==> config.mk <==
export PLATFORM = sky130hd
export DESIGN_NAME = agu_replay_top
export DESIGN_NICKNAME = d
export VERILOG_FILES = /design/src/agu_op_pkg.sv /design/src/agu_replay_pkg.sv /design/src/agu_replay_top.sv /design/src/replay_buffer.sv /design/src/replay_csr.sv /design/src/replay_issue.sv
export SDC_FILE = /design/constraint.sdc
export NUM_CORES = 2
export LEC_CHECK = 0
export BUFFER_PORTS_ARGS = -buffer_cell sky130_fd_sc_hd__buf_2
export CORE_MARGIN = 10
export CORE_UTILIZATION = 50
export CTS_CLUSTER_DIAMETER = 120
export DETAILED_ROUTE_END_ITERATION = 7
export PLACE_DENSITY_LB_ADDON = 0.3
export REMOVE_ABC_BUFFERS = 1
export SLEW_MARGIN = 30
export SYNTH_ARGS = -nofsm -noshare
export SYNTH_HDL_FRONTEND = slang
export SYNTH_HIERARCHICAL = 1
export SYNTH_SLANG_ARGS = --single-unit
==> constraint.sdc <==
create_clock -name clk -period 39.6 [get_ports clk]
set_input_delay 7.92 -clock clk [delete_from_list [all_inputs] [get_ports clk]]
set_output_delay 7.92 -clock clk [all_outputs]
set_load 0.01 [all_outputs]
==> src/agu_op_pkg.sv <==
`default_nettype none

package agu_op_pkg;

  localparam int op_w         = 64;
  localparam int vaddr_w      = 44;
  localparam int paddr_bank_w = 36;
  localparam int reg_w        = 6;

  // load/store view, slots 0 to 2
  typedef struct packed {
    logic [vaddr_w-1:0] addr_main;
    logic [reg_w-1:0]   reg_no;
    logic [8:0]         lsq;
    logic [4:0]         sz;
  } load_op_t;

  // store-forward view, slot 3
  typedef struct packed {
    logic [paddr_bank_w-1:0] addr_even;
    logic [4:0]              bread;
    logic [1:0]              pbit;
    logic [1:0]              low;
    logic [reg_w-1:0]        reg_no;
    logic [4:0]              sz;
    logic [5:0]              wq;
    logic                    odd;
    logic                    pad;
  } fwd_op_t;

  // same word, read by slot type
  typedef union packed {
    load_op_t ld;
    fwd_op_t  fw;
  } slot_op_u;

endpackage

`default_nettype wire

==> src/agu_replay_pkg.sv <==
`default_nettype none

package agu_replay_pkg;

  // buffer geometry
  localparam int depth = 8;
  localparam int ptr_w = 3;
  localparam int cnt_w = 4;
  localparam int slots = 4;

  // slot whose word holds a store-forward op
  localparam logic [1:0] fwd_slot = 2'd3;

  // register word addresses
  localparam logic [1:0] csr_ctrl   = 2'd0;
  localparam logic [1:0] csr_stall  = 2'd1;
  localparam logic [1:0] csr_status = 2'd2;

  // csr_ctrl bits
  localparam int ctrl_replay_on_bit = 0;
  localparam int ctrl_flush_bit     = 1;

  // csr_status sticky flag
  localparam int status_ovf_bit = 8;

  localparam logic [3:0] stall_level_rst = 4'd4;

endpackage

`default_nettype wire

==> src/agu_replay_top.sv <==
`timescale 1ns/1ps
`default_nettype none

module agu_replay_top (
  input  logic                 clk,
  input  logic                 rst,
  input  logic                 except,
  input  logic                 read_en,
  input  logic                 conflict0,
  input  logic                 conflict1,
  input  logic                 conflict2,
  input  logic                 conflict3,
  input  agu_op_pkg::slot_op_u op0,
  input  agu_op_pkg::slot_op_u op1,
  input  agu_op_pkg::slot_op_u op2,
  input  agu_op_pkg::slot_op_u op3,
  output logic                 rep_en,
  output logic                 rep_fwd,
  output logic [1:0]           rep_slot,
  output agu_op_pkg::slot_op_u rep_op,
  output logic                 skip,
  input  logic                 wb_cyc,
  input  logic                 wb_stb,
  input  logic                 wb_we,
  input  logic [1:0]           wb_adr,
  input  logic [31:0]          wb_dat_w,
  output logic [31:0]          wb_dat_r,
  output logic                 wb_ack
);

  logic                             replay_on;
  logic [3:0]                       stall_level;
  logic                             flush;
  logic [agu_replay_pkg::cnt_w-1:0] count;
  logic                             overflow_evt;
  logic                             head_valid;
  logic                             issue_ok;
  logic [3:0]                       head_pending;
  logic [1:0]                       pick_slot;
  logic                             pick_done;
  agu_op_pkg::slot_op_u             head_op0;
  agu_op_pkg::slot_op_u             head_op1;
  agu_op_pkg::slot_op_u             head_op2;
  agu_op_pkg::slot_op_u             head_op3;

  replay_csr u_csr (
    .clk(clk), .rst(rst),
    .wb_cyc(wb_cyc), .wb_stb(wb_stb), .wb_we(wb_we), .wb_adr(wb_adr),
    .wb_dat_w(wb_dat_w), .wb_dat_r(wb_dat_r), .wb_ack(wb_ack),
    .count(count), .overflow_evt(overflow_evt),
    .replay_on(replay_on), .stall_level(stall_level), .flush(flush)
  );

  replay_buffer u_buf (
    .clk(clk), .rst(rst), .except(except), .flush(flush),
    .replay_on(replay_on), .stall_level(stall_level),
    .conflict0(conflict0), .conflict1(conflict1),
    .conflict2(conflict2), .conflict3(conflict3),
    .op0(op0), .op1(op1), .op2(op2), .op3(op3),
    .pick_slot(pick_slot), .pick_done(pick_done), .rep_en(rep_en),
    .head_valid(head_valid), .issue_ok(issue_ok), .head_pending(head_pending),
    .head_op0(head_op0), .head_op1(head_op1),
    .head_op2(head_op2), .head_op3(head_op3),
    .count(count), .overflow_evt(overflow_evt), .skip(skip)
  );

  // issue_ok already carries head_valid
  replay_issue u_issue (
    .read_en(read_en), .issue_ok(issue_ok), .head_pending(head_pending),
    .head_op0(head_op0), .head_op1(head_op1),
    .head_op2(head_op2), .head_op3(head_op3),
    .pick_slot(pick_slot), .pick_done(pick_done),
    .rep_en(rep_en), .rep_slot(rep_slot), .rep_fwd(rep_fwd), .rep_op(rep_op)
  );

endmodule

`default_nettype wire

==> src/replay_buffer.sv <==
`timescale 1ns/1ps
`default_nettype none

module replay_buffer (
  input  logic                             clk,
  input  logic                             rst,
  input  logic                             except,
  input  logic                             flush,
  input  logic                             replay_on,
  input  logic [3:0]                       stall_level,
  input  logic                             conflict0,
  input  logic                             conflict1,
  input  logic                             conflict2,
  input  logic                             conflict3,
  input  agu_op_pkg::slot_op_u             op0,
  input  agu_op_pkg::slot_op_u             op1,
  input  agu_op_pkg::slot_op_u             op2,
  input  agu_op_pkg::slot_op_u             op3,
  input  logic [1:0]                       pick_slot,
  input  logic                             pick_done,
  input  logic                             rep_en,
  output logic                             head_valid,
  output logic                             issue_ok,
  output logic [3:0]                       head_pending,
  output agu_op_pkg::slot_op_u             head_op0,
  output agu_op_pkg::slot_op_u             head_op1,
  output agu_op_pkg::slot_op_u             head_op2,
  output agu_op_pkg::slot_op_u             head_op3,
  output logic [agu_replay_pkg::cnt_w-1:0] count,
  output logic                             overflow_evt,
  output logic                             skip
);

  logic [agu_replay_pkg::slots-1:0] conflict;
  logic [agu_replay_pkg::slots-1:0] pick_mask;
  logic [agu_replay_pkg::slots-1:0] pending [agu_replay_pkg::depth];
  logic [agu_replay_pkg::depth-1:0] valid;
  logic [agu_replay_pkg::ptr_w-1:0] head;
  logic [agu_replay_pkg::ptr_w-1:0] tail;
  logic                             clear;
  logic                             full;
  logic                             any_confl;
  logic                             wen;
  logic                             retire;

  agu_op_pkg::slot_op_u ops [agu_replay_pkg::depth][agu_replay_pkg::slots];

  assign conflict  = {conflict3, conflict2, conflict1, conflict0};
  assign any_confl = |conflict;
  assign clear     = except | flush;
  assign full      = &valid;

  // full is judged at the start of the cycle, a retire does not make room
  assign wen          = any_confl & ~clear & ~full;
  assign overflow_evt = any_confl & ~clear & full;

  assign pick_mask = {{(agu_replay_pkg::slots-1){1'b0}}, 1'b1} << pick_slot;
  assign retire    = rep_en & pick_done;

  assign head_valid   = valid[head];
  assign issue_ok     = head_valid & replay_on & ~clear;
  assign head_pending = pending[head];
  assign head_op0     = ops[head][0];
  assign head_op1     = ops[head][1];
  assign head_op2     = ops[head][2];
  assign head_op3     = ops[head][3];

  always_ff @(posedge clk) begin
    if (wen) begin
      ops[tail][0] <= op0;
      ops[tail][1] <= op1;
      ops[tail][2] <= op2;
      ops[tail][3] <= op3;
    end
  end

  always_ff @(posedge clk) begin
    if (rst || clear) begin
      valid <= '0;
      head  <= '0;
      tail  <= '0;
      count <= '0;
      for (int i = 0; i < agu_replay_pkg::depth; i++) begin
        pending[i] <= '0;
      end
    end else begin
      // tail and head only meet on a full buffer, where wen is low
      if (wen) begin
        valid[tail]   <= 1'b1;
        pending[tail] <= conflict;
        tail          <= tail + 1'b1;
      end
      if (rep_en) begin
        pending[head] <= head_pending & ~pick_mask;
      end
      if (retire) begin
        valid[head] <= 1'b0;
        head        <= head + 1'b1;
      end
      count <= count + {{(agu_replay_pkg::cnt_w-1){1'b0}}, wen}
                     - {{(agu_replay_pkg::cnt_w-1){1'b0}}, retire};
    end
  end

  // upstream hold with hysteresis between stall_level and empty
  always_ff @(posedge clk) begin
    if (rst) begin
      skip <= 1'b0;
    end else if (count >= stall_level) begin
      skip <= 1'b1;
    end else if (count == '0) begin
      skip <= 1'b0;
    end
  end

endmodule

`default_nettype wire

==> src/replay_csr.sv <==
`timescale 1ns/1ps
`default_nettype none

module replay_csr (
  input  logic                             clk,
  input  logic                             rst,
  input  logic                             wb_cyc,
  input  logic                             wb_stb,
  input  logic                             wb_we,
  input  logic [1:0]                       wb_adr,
  input  logic [31:0]                      wb_dat_w,
  output logic [31:0]                      wb_dat_r,
  output logic                             wb_ack,
  input  logic [agu_replay_pkg::cnt_w-1:0] count,
  input  logic                             overflow_evt,
  output logic                             replay_on,
  output logic [3:0]                       stall_level,
  output logic                             flush
);

  logic        access;
  logic        wr;
  logic        ovf_clr;
  logic        overflow;
  logic [31:0] rd_word;

  // classic cycle, one access per strobe
  assign access = wb_cyc & wb_stb & ~wb_ack;
  assign wr     = access & wb_we;

  assign ovf_clr = wr && (wb_adr == agu_replay_pkg::csr_status) &&
                   wb_dat_w[agu_replay_pkg::status_ovf_bit];

  // read mux, status built from live count
  always_comb begin
    rd_word = 32'd0;
    case (wb_adr)
      agu_replay_pkg::csr_ctrl: begin
        rd_word[agu_replay_pkg::ctrl_replay_on_bit] = replay_on;
      end
      agu_replay_pkg::csr_stall: begin
        rd_word[3:0] = stall_level;
      end
      agu_replay_pkg::csr_status: begin
        rd_word[agu_replay_pkg::cnt_w-1:0]      = count;
        rd_word[agu_replay_pkg::status_ovf_bit] = overflow;
      end
      default: begin
        rd_word = 32'd0;
      end
    endcase
  end

  always_ff @(posedge clk) begin
    if (rst) begin
      wb_ack      <= 1'b0;
      replay_on   <= 1'b1;
      stall_level <= agu_replay_pkg::stall_level_rst;
      flush       <= 1'b0;
      overflow    <= 1'b0;
    end else begin
      wb_ack <= access;
      // flush bit is a write-1 pulse, never stored
      flush  <= wr && (wb_adr == agu_replay_pkg::csr_ctrl) &&
                wb_dat_w[agu_replay_pkg::ctrl_flush_bit];
      if (wr && (wb_adr == agu_replay_pkg::csr_ctrl)) begin
        replay_on <= wb_dat_w[agu_replay_pkg::ctrl_replay_on_bit];
      end
      if (wr && (wb_adr == agu_replay_pkg::csr_stall)) begin
        stall_level <= wb_dat_w[3:0];
      end
      // a new drop wins over a clear in the same cycle
      overflow <= (overflow & ~ovf_clr) | overflow_evt;
    end
  end

  always_ff @(posedge clk) begin
    if (access) begin
      wb_dat_r <= rd_word;
    end
  end

endmodule

`default_nettype wire

==> src/replay_issue.sv <==
`timescale 1ns/1ps
`default_nettype none

module replay_issue (
  input  logic                 read_en,
  input  logic                 issue_ok,
  input  logic [3:0]           head_pending,
  input  agu_op_pkg::slot_op_u head_op0,
  input  agu_op_pkg::slot_op_u head_op1,
  input  agu_op_pkg::slot_op_u head_op2,
  input  agu_op_pkg::slot_op_u head_op3,
  output logic [1:0]           pick_slot,
  output logic                 pick_done,
  output logic                 rep_en,
  output logic [1:0]           rep_slot,
  output logic                 rep_fwd,
  output agu_op_pkg::slot_op_u rep_op
);

  logic [1:0]                          sel;
  logic                                is_fwd;
  logic [agu_op_pkg::reg_w-1:0]        reg_no;
  logic [agu_op_pkg::vaddr_w-1:0]      addr_main;
  logic [agu_op_pkg::paddr_bank_w-1:0] addr_even;
  agu_op_pkg::slot_op_u                word;
  agu_op_pkg::load_op_t                ld;
  agu_op_pkg::fwd_op_t                 fw;

  // lowest pending slot first
  always_comb begin
    sel = 2'd0;
    for (int i = agu_replay_pkg::slots - 1; i >= 0; i--) begin
      if (head_pending[i]) begin
        sel = 2'(i);
      end
    end
  end

  assign pick_slot = sel;
  assign pick_done = (head_pending & ~(4'b0001 << sel)) == 4'b0000;
  assign rep_en    = issue_ok & read_en;
  assign is_fwd    = sel == agu_replay_pkg::fwd_slot;
  assign rep_slot  = rep_en ? sel : 2'd0;
  assign rep_fwd   = rep_en & is_fwd;

  always_comb begin
    case (sel)
      2'd0:    word = head_op0;
      2'd1:    word = head_op1;
      2'd2:    word = head_op2;
      default: word = head_op3;
    endcase
  end

  assign ld        = word.ld;
  assign fw        = word.fw;
  assign addr_main = ld.addr_main;
  assign addr_even = fw.addr_even;
  // reg_no sits at different bits in the two views
  assign reg_no    = is_fwd ? fw.reg_no : ld.reg_no;

  always_comb begin
    rep_op = {agu_op_pkg::op_w{1'b0}};
    if (rep_en && is_fwd) begin
      rep_op.fw = '{addr_even: addr_even, bread: fw.bread, pbit: fw.pbit,
                    low: fw.low, reg_no: reg_no, sz: fw.sz, wq: fw.wq,
                    odd: fw.odd, pad: 1'b0};
    end else if (rep_en) begin
      rep_op.ld = '{addr_main: addr_main, reg_no: reg_no, lsq: ld.lsq, sz: ld.sz};
    end
  end

endmodule

`default_nettype wire

# Word level (Yosys, flattened, before mapping)
# Memories as Yosys holds them, arrays and structs flattened. A register that Yosys moved wholly into a read port is not among the register bits.
# Cells that the tools add are included.
totals:
  memories: 2
  out_inout_bits: 102
  ramBits: 2080
  wordCells: 111
  reg_bits: 32
classes:
  reduce_logical: 18
  n_eq_ne: 5
  n_shift: 1
  bitwise: 23
  magnitude_cmp: 5
  n_addsub: 4
  n_mux: 41
memory_table:
  columns: ["memory", "words", "word_bits", "rd", "rd_ports_with_merged_regs", "wr", "line_no", "rtl"]
  rows:
  - ["u_buf.ops", 8, 256, 1, 1, 1, "replay_buffer.sv:46", "agu_op_pkg::slot_op_u ops [agu_replay_pkg::depth][agu_replay_pkg::slots];"]
  - ["u_buf.pending", 8, 4, 1, 1, 8, "replay_buffer.sv:36", "logic [agu_replay_pkg::slots-1:0] pending [agu_replay_pkg::depth];"]
ops:
  columns: ["operator", "n"]
  rows:
  - ["$pmux 64 s3", 1]
  - ["$mux 64", 2]
  - ["$mux 8", 3]
  - ["$mux 3", 6]
  - ["$mux 1", 16]
  - ["$and 1x1->1", 12]
  - ["$reduce_or 4->1", 3]
  - ["$mux 2", 5]
  - ["$and 8x8->8", 1]
  - ["$logic_and 1x1->1", 8]
  - ["$logic_not 4->1", 2]
  - ["$lt 3x4->1 const B", 2]
  - ["$mux 4", 2]
  - ["$not 8->8", 1]
  - ["$or 8x8->8", 1]
  - ["$reduce_and 8->1", 1]
  - ["$add 3x1->3 const B", 2]
  - ["$demux 1 s3", 2]
  - ["$eq 2x2->1 const B", 3]
  - ["$ge 3x1->1 const B", 2]
  - ["$mux 6", 1]
  - ["$pmux 3 s2", 1]
  - ["$add 4x1->4", 1]
  - ["$and 4x4->4", 1]
  - ["12 further kinds", 18]

# Depth between registers and ports, before layout
depth:
  word_depth: 11
  ltp_mapped: 17

# Cells and area by module
# The synthesis kept the hierarchy.
by_module_without_submodules:
  columns: ["mod", "n_inst", "seq_area_each_um2", "cells_per_inst", "area_each_um2"]
  rows:
  - ["replay_buffer", 1, 62900.3, 3246, 79789.0]
  - ["replay_issue", 1, 0.0, 245, 1544.0]
  - ["replay_csr", 1, 310.3, 81, 799.5]

# Worst setup path before layout
# No wires, ideal clock.
synth_timing:
  kind: "input to register"
  from: "input except"
  to: "memory u_buf/pending[1][0] (netlist bit) (enable)"
  required_time_ns: 39.243
  cell_stages: 5
  arrival_ns: 34.229
  path_slack_ns: 5.014
  path_cell_list: "nor2_1 -> nand2b_1 -> clkbuf_1 -> nor4_1 -> nand3b_1"
synth_rtl:
  columns: ["item", "line_no", "rtl"]
  rows:
  - ["from (decl)", "agu_replay_top.sv:7", "input logic except,"]
  - ["to (decl)", "replay_buffer.sv:36", null]

==> impl_metrics.py <==
metrics = {
    "outcome": {
        "outcome": "finished clean",
    },
    "placement": {
        "gp_congestion": 0.744,
        "hpwl_um": 94700,
        "io_buffers": 347,
        "dp.cells": 5960,
    },
    "setup_path": {
        "cp.arrival_ps": 10640,
        "reg2reg_depth": 14,
        "worst_setup_path_start_kind": "input pin",
        "rrSetupSlack_ps": 34730,
        "required_ps": 31680,
        "cp-end-kind": "primary output",
        "setup.worst_path.class": "in2out",
        "worstPathMaxFanout": 22,
        "worstReg2RegEnd": "u_buf/count[2]",
    },
    "min_path": {
        "hp-start": "u_buf/valid[4]",
        "holdPathStages": 1,
        "worst_hold_path_type": "reg2reg",
        "min_to": "u_buf/valid[4]",
    },
    "clocking": {
        "clockRootBuffer": "clkbuf_16",
        "clk_latency_ps": 840,
        "clk_transition_reported_paths_ps": 60,
        "post_cts_resized": 0,
        "numCtsBuffers": 206,
        "clk_path_buf_depth": 3,
        "cts_tree": "built",
        "cts_hold_buf": 0,
        "cts_sinks": 2107,
        "htreeDepth": 4,
        "post-cts-setup-buffers": 0,
    },
    "routing": {
        "route.detailed.drc": 0,
        "wl_per_cell_um": 27.8,
        "dr.first_iter.drc_count": 3441,
        "vias_per_cell": 5.98,
        "routed_wl_um": 177000,
        "drtAntennaViolNets": 0,
        "vias": 38100,
        "firstDrtPassIters": 7,
    },
    "cells_and_area": {
        "drive_gt1_share_pct": 36.5,
        "fillers": 11800,
        "area_growth_pct": 13.2,
        "layoutNonFillerInstCount": 6367,
        "nNetsFinal": 4311,
    },
    "pwr": {
        "leakagePower_uw": 0.0289,
        "power.density_mw_per_mm2": 49.2,
        "p_total_uw": 4560,
        "vdd_drop_max_v": 0.0000507,
    },
    "yosys": {
        "netlist_area_sq_mm": 0.0818,
        "ys.warnings.count": 6,
        "synth_cells": 3561,
        "synth.avg_cell_area_sq_um": 23.0,
    },
    "global_routing": {
        "gr-usage-all-layers_pct": 19.6,
        "grt_pass1_vias": 39900,
        "antenna_found_initial": 76,
        "grt_pass1_wl_um": 263000,
        "overflow": 0,
        "grt_max_degree": 129,
    },
    "sta": {
        "hold_violations": 0,
        "fin_crit_sh_pct": 46.9,
        "fin_tns_setup_ps": 0,
        "max_slew_margin_pct": 29.2,
        "setup_viol": 0,
        "min_period_ps": 18560,
        "worstMarginPinSlew_ps": 1060,
        "rsz0062_at_grt": "false",
        "skew_ps": 43.3,
        "fmax_ghz": 0.0539,
        "final-max-slew-violation-count": 0,
    },
    "die": {
        "die_width_um": 425,
        "start_util_pct": 50.3,
        "io_pins": 403,
        "num_rows": 148,
        "core-area_sq_mm": 0.163,
        "dieArea_sq_mm": 0.180,
        "dieHeight_um": 425,
    },
    "run": {
        "drv_cap": 0,
    },
}
==> cell type report <==
cell class | count | area (sq um) | share of cell area (%)
Multi-Input combinational cell | 1240 | 17600 | 19.0
Inverter | 21 | 78.8 | 0.0851
Timing Repair Buffer | 418 | 2480 | 2.68
Clock buffer | 249 | 5390 | 5.82
Antenna cell | 15 | 37.5 | 0.0405
Clock inverter | 142 | 1360 | 1.47
Tap cell | 2175 | 2720 | 2.94
Sequential cell | 2107 | 63000 | 68.0
==> stage by stage <==
step	instance area (sq um)	util (%)	setup WS (ps)	hold WS, ps
2_1_floorplan	80500	-	5180	443
5_1_grt	92600	56.9	20950	517
3_3_place_gp	85700	52.6	21040	472
4_1_cts	92500	56.8	20980	496
6_report	92600	56.9	21040	500
3_5_place_dp	85800	52.7	20990	487
==> worst max-delay path, cell delays in order <==
cell and delay [ps]:
buf_2 120, nor2_1 280, and3_1 240, nand2_1 180, inv_1 350, o21ai_4 330
buf_4 440, o21ai_1 470, buf_2 230
==> worst max-delay path by stage <==
stage               startpoint             endpoint  slack [ps]  depth (start not counted)
floorplan               except  u_buf/pending[1][0]        5180                          4
global placement        except           rep_op[25]       21040                          9
detailed placement      except           rep_op[25]       20990                          9
CTS                     except           rep_op[25]       20980                          9
global route            except           rep_op[18]       20950                          9
finish                  except           rep_op[25]       21040                          9
==> flip-flops by register name, indices dropped and copies added (netlist names), named ones only <==
| name | flops |
|---|---|
| u_csr/flush | 1 |
| u_buf/count | 4 |
| u_csr/stall_level | 4 |
| u_csr/overflow | 1 |
| u_buf/head | 3 |
| u_buf/valid | 8 |
| u_buf/ops | 2040 |
| u_buf/tail | 3 |
| u_csr/wb_dat_r | 5 |
| u_buf/pending | 32 |
| u_csr/replay_on | 1 |
| u_csr/wb_ack | 1 |
| u_buf/skip | 1 |
==> cell usage in the layout, fill, tap and decap left out, types with 4 or more instances in the layout <==
cell and instances:
o21a_1 5, conb_1 27, mux2i_1 5, ha_1 15, clkinv_2 43, inv_1 21, buf_2 347, mux2_2 266
nand4_1 13, clkbuf_16 209, a22oi_1 4, nor4_2 4, o21ai_1 57, clkbuf_1 39, buf_6 11, nand2b_1 12
clkinvlp_4 9, o21ai_0 11, a21oi_1 10, o22ai_1 36, bufinv_16 20, mux4_2 511, nor2b_1 9, a222oi_1 64
clkinv_4 4, dfxtp_1 27, clkinv_8 5, buf_12 9, edfxtp_1 2077, nand2_1 82, nand3_1 7, diode_2 15
clkinv_16 4, buf_4 48, clkinv_1 54, nor3_1 5, nor2_1 23, nand3b_1 9
==> where the power goes <==
part / internal, uW / leakage, uW / total, uW / switching [uW]
combinational: 55.2 / 0.00644 / 146 / 90.6
sequential: 2480 / 0.0192 / 2490 / 6.72
clock: 1100 / 0.00328 / 1920 / 820
total: 3640 / 0.0289 / 4560 / 918
==> layer usage <==
metal / GRT usage [%] / part of all wire [%] / vias to the layer above
met5: 0 / 0.11 / -
met4: 5.49 / 2.7 / 32
met3: 3.61 / 6.2 / 395
met2: 33.8 / 51 / 1270
met1: 25.4 / 40 / 20300
li1: - / - / 16100
No activity file was read; power rests on OpenSTA's default activity.
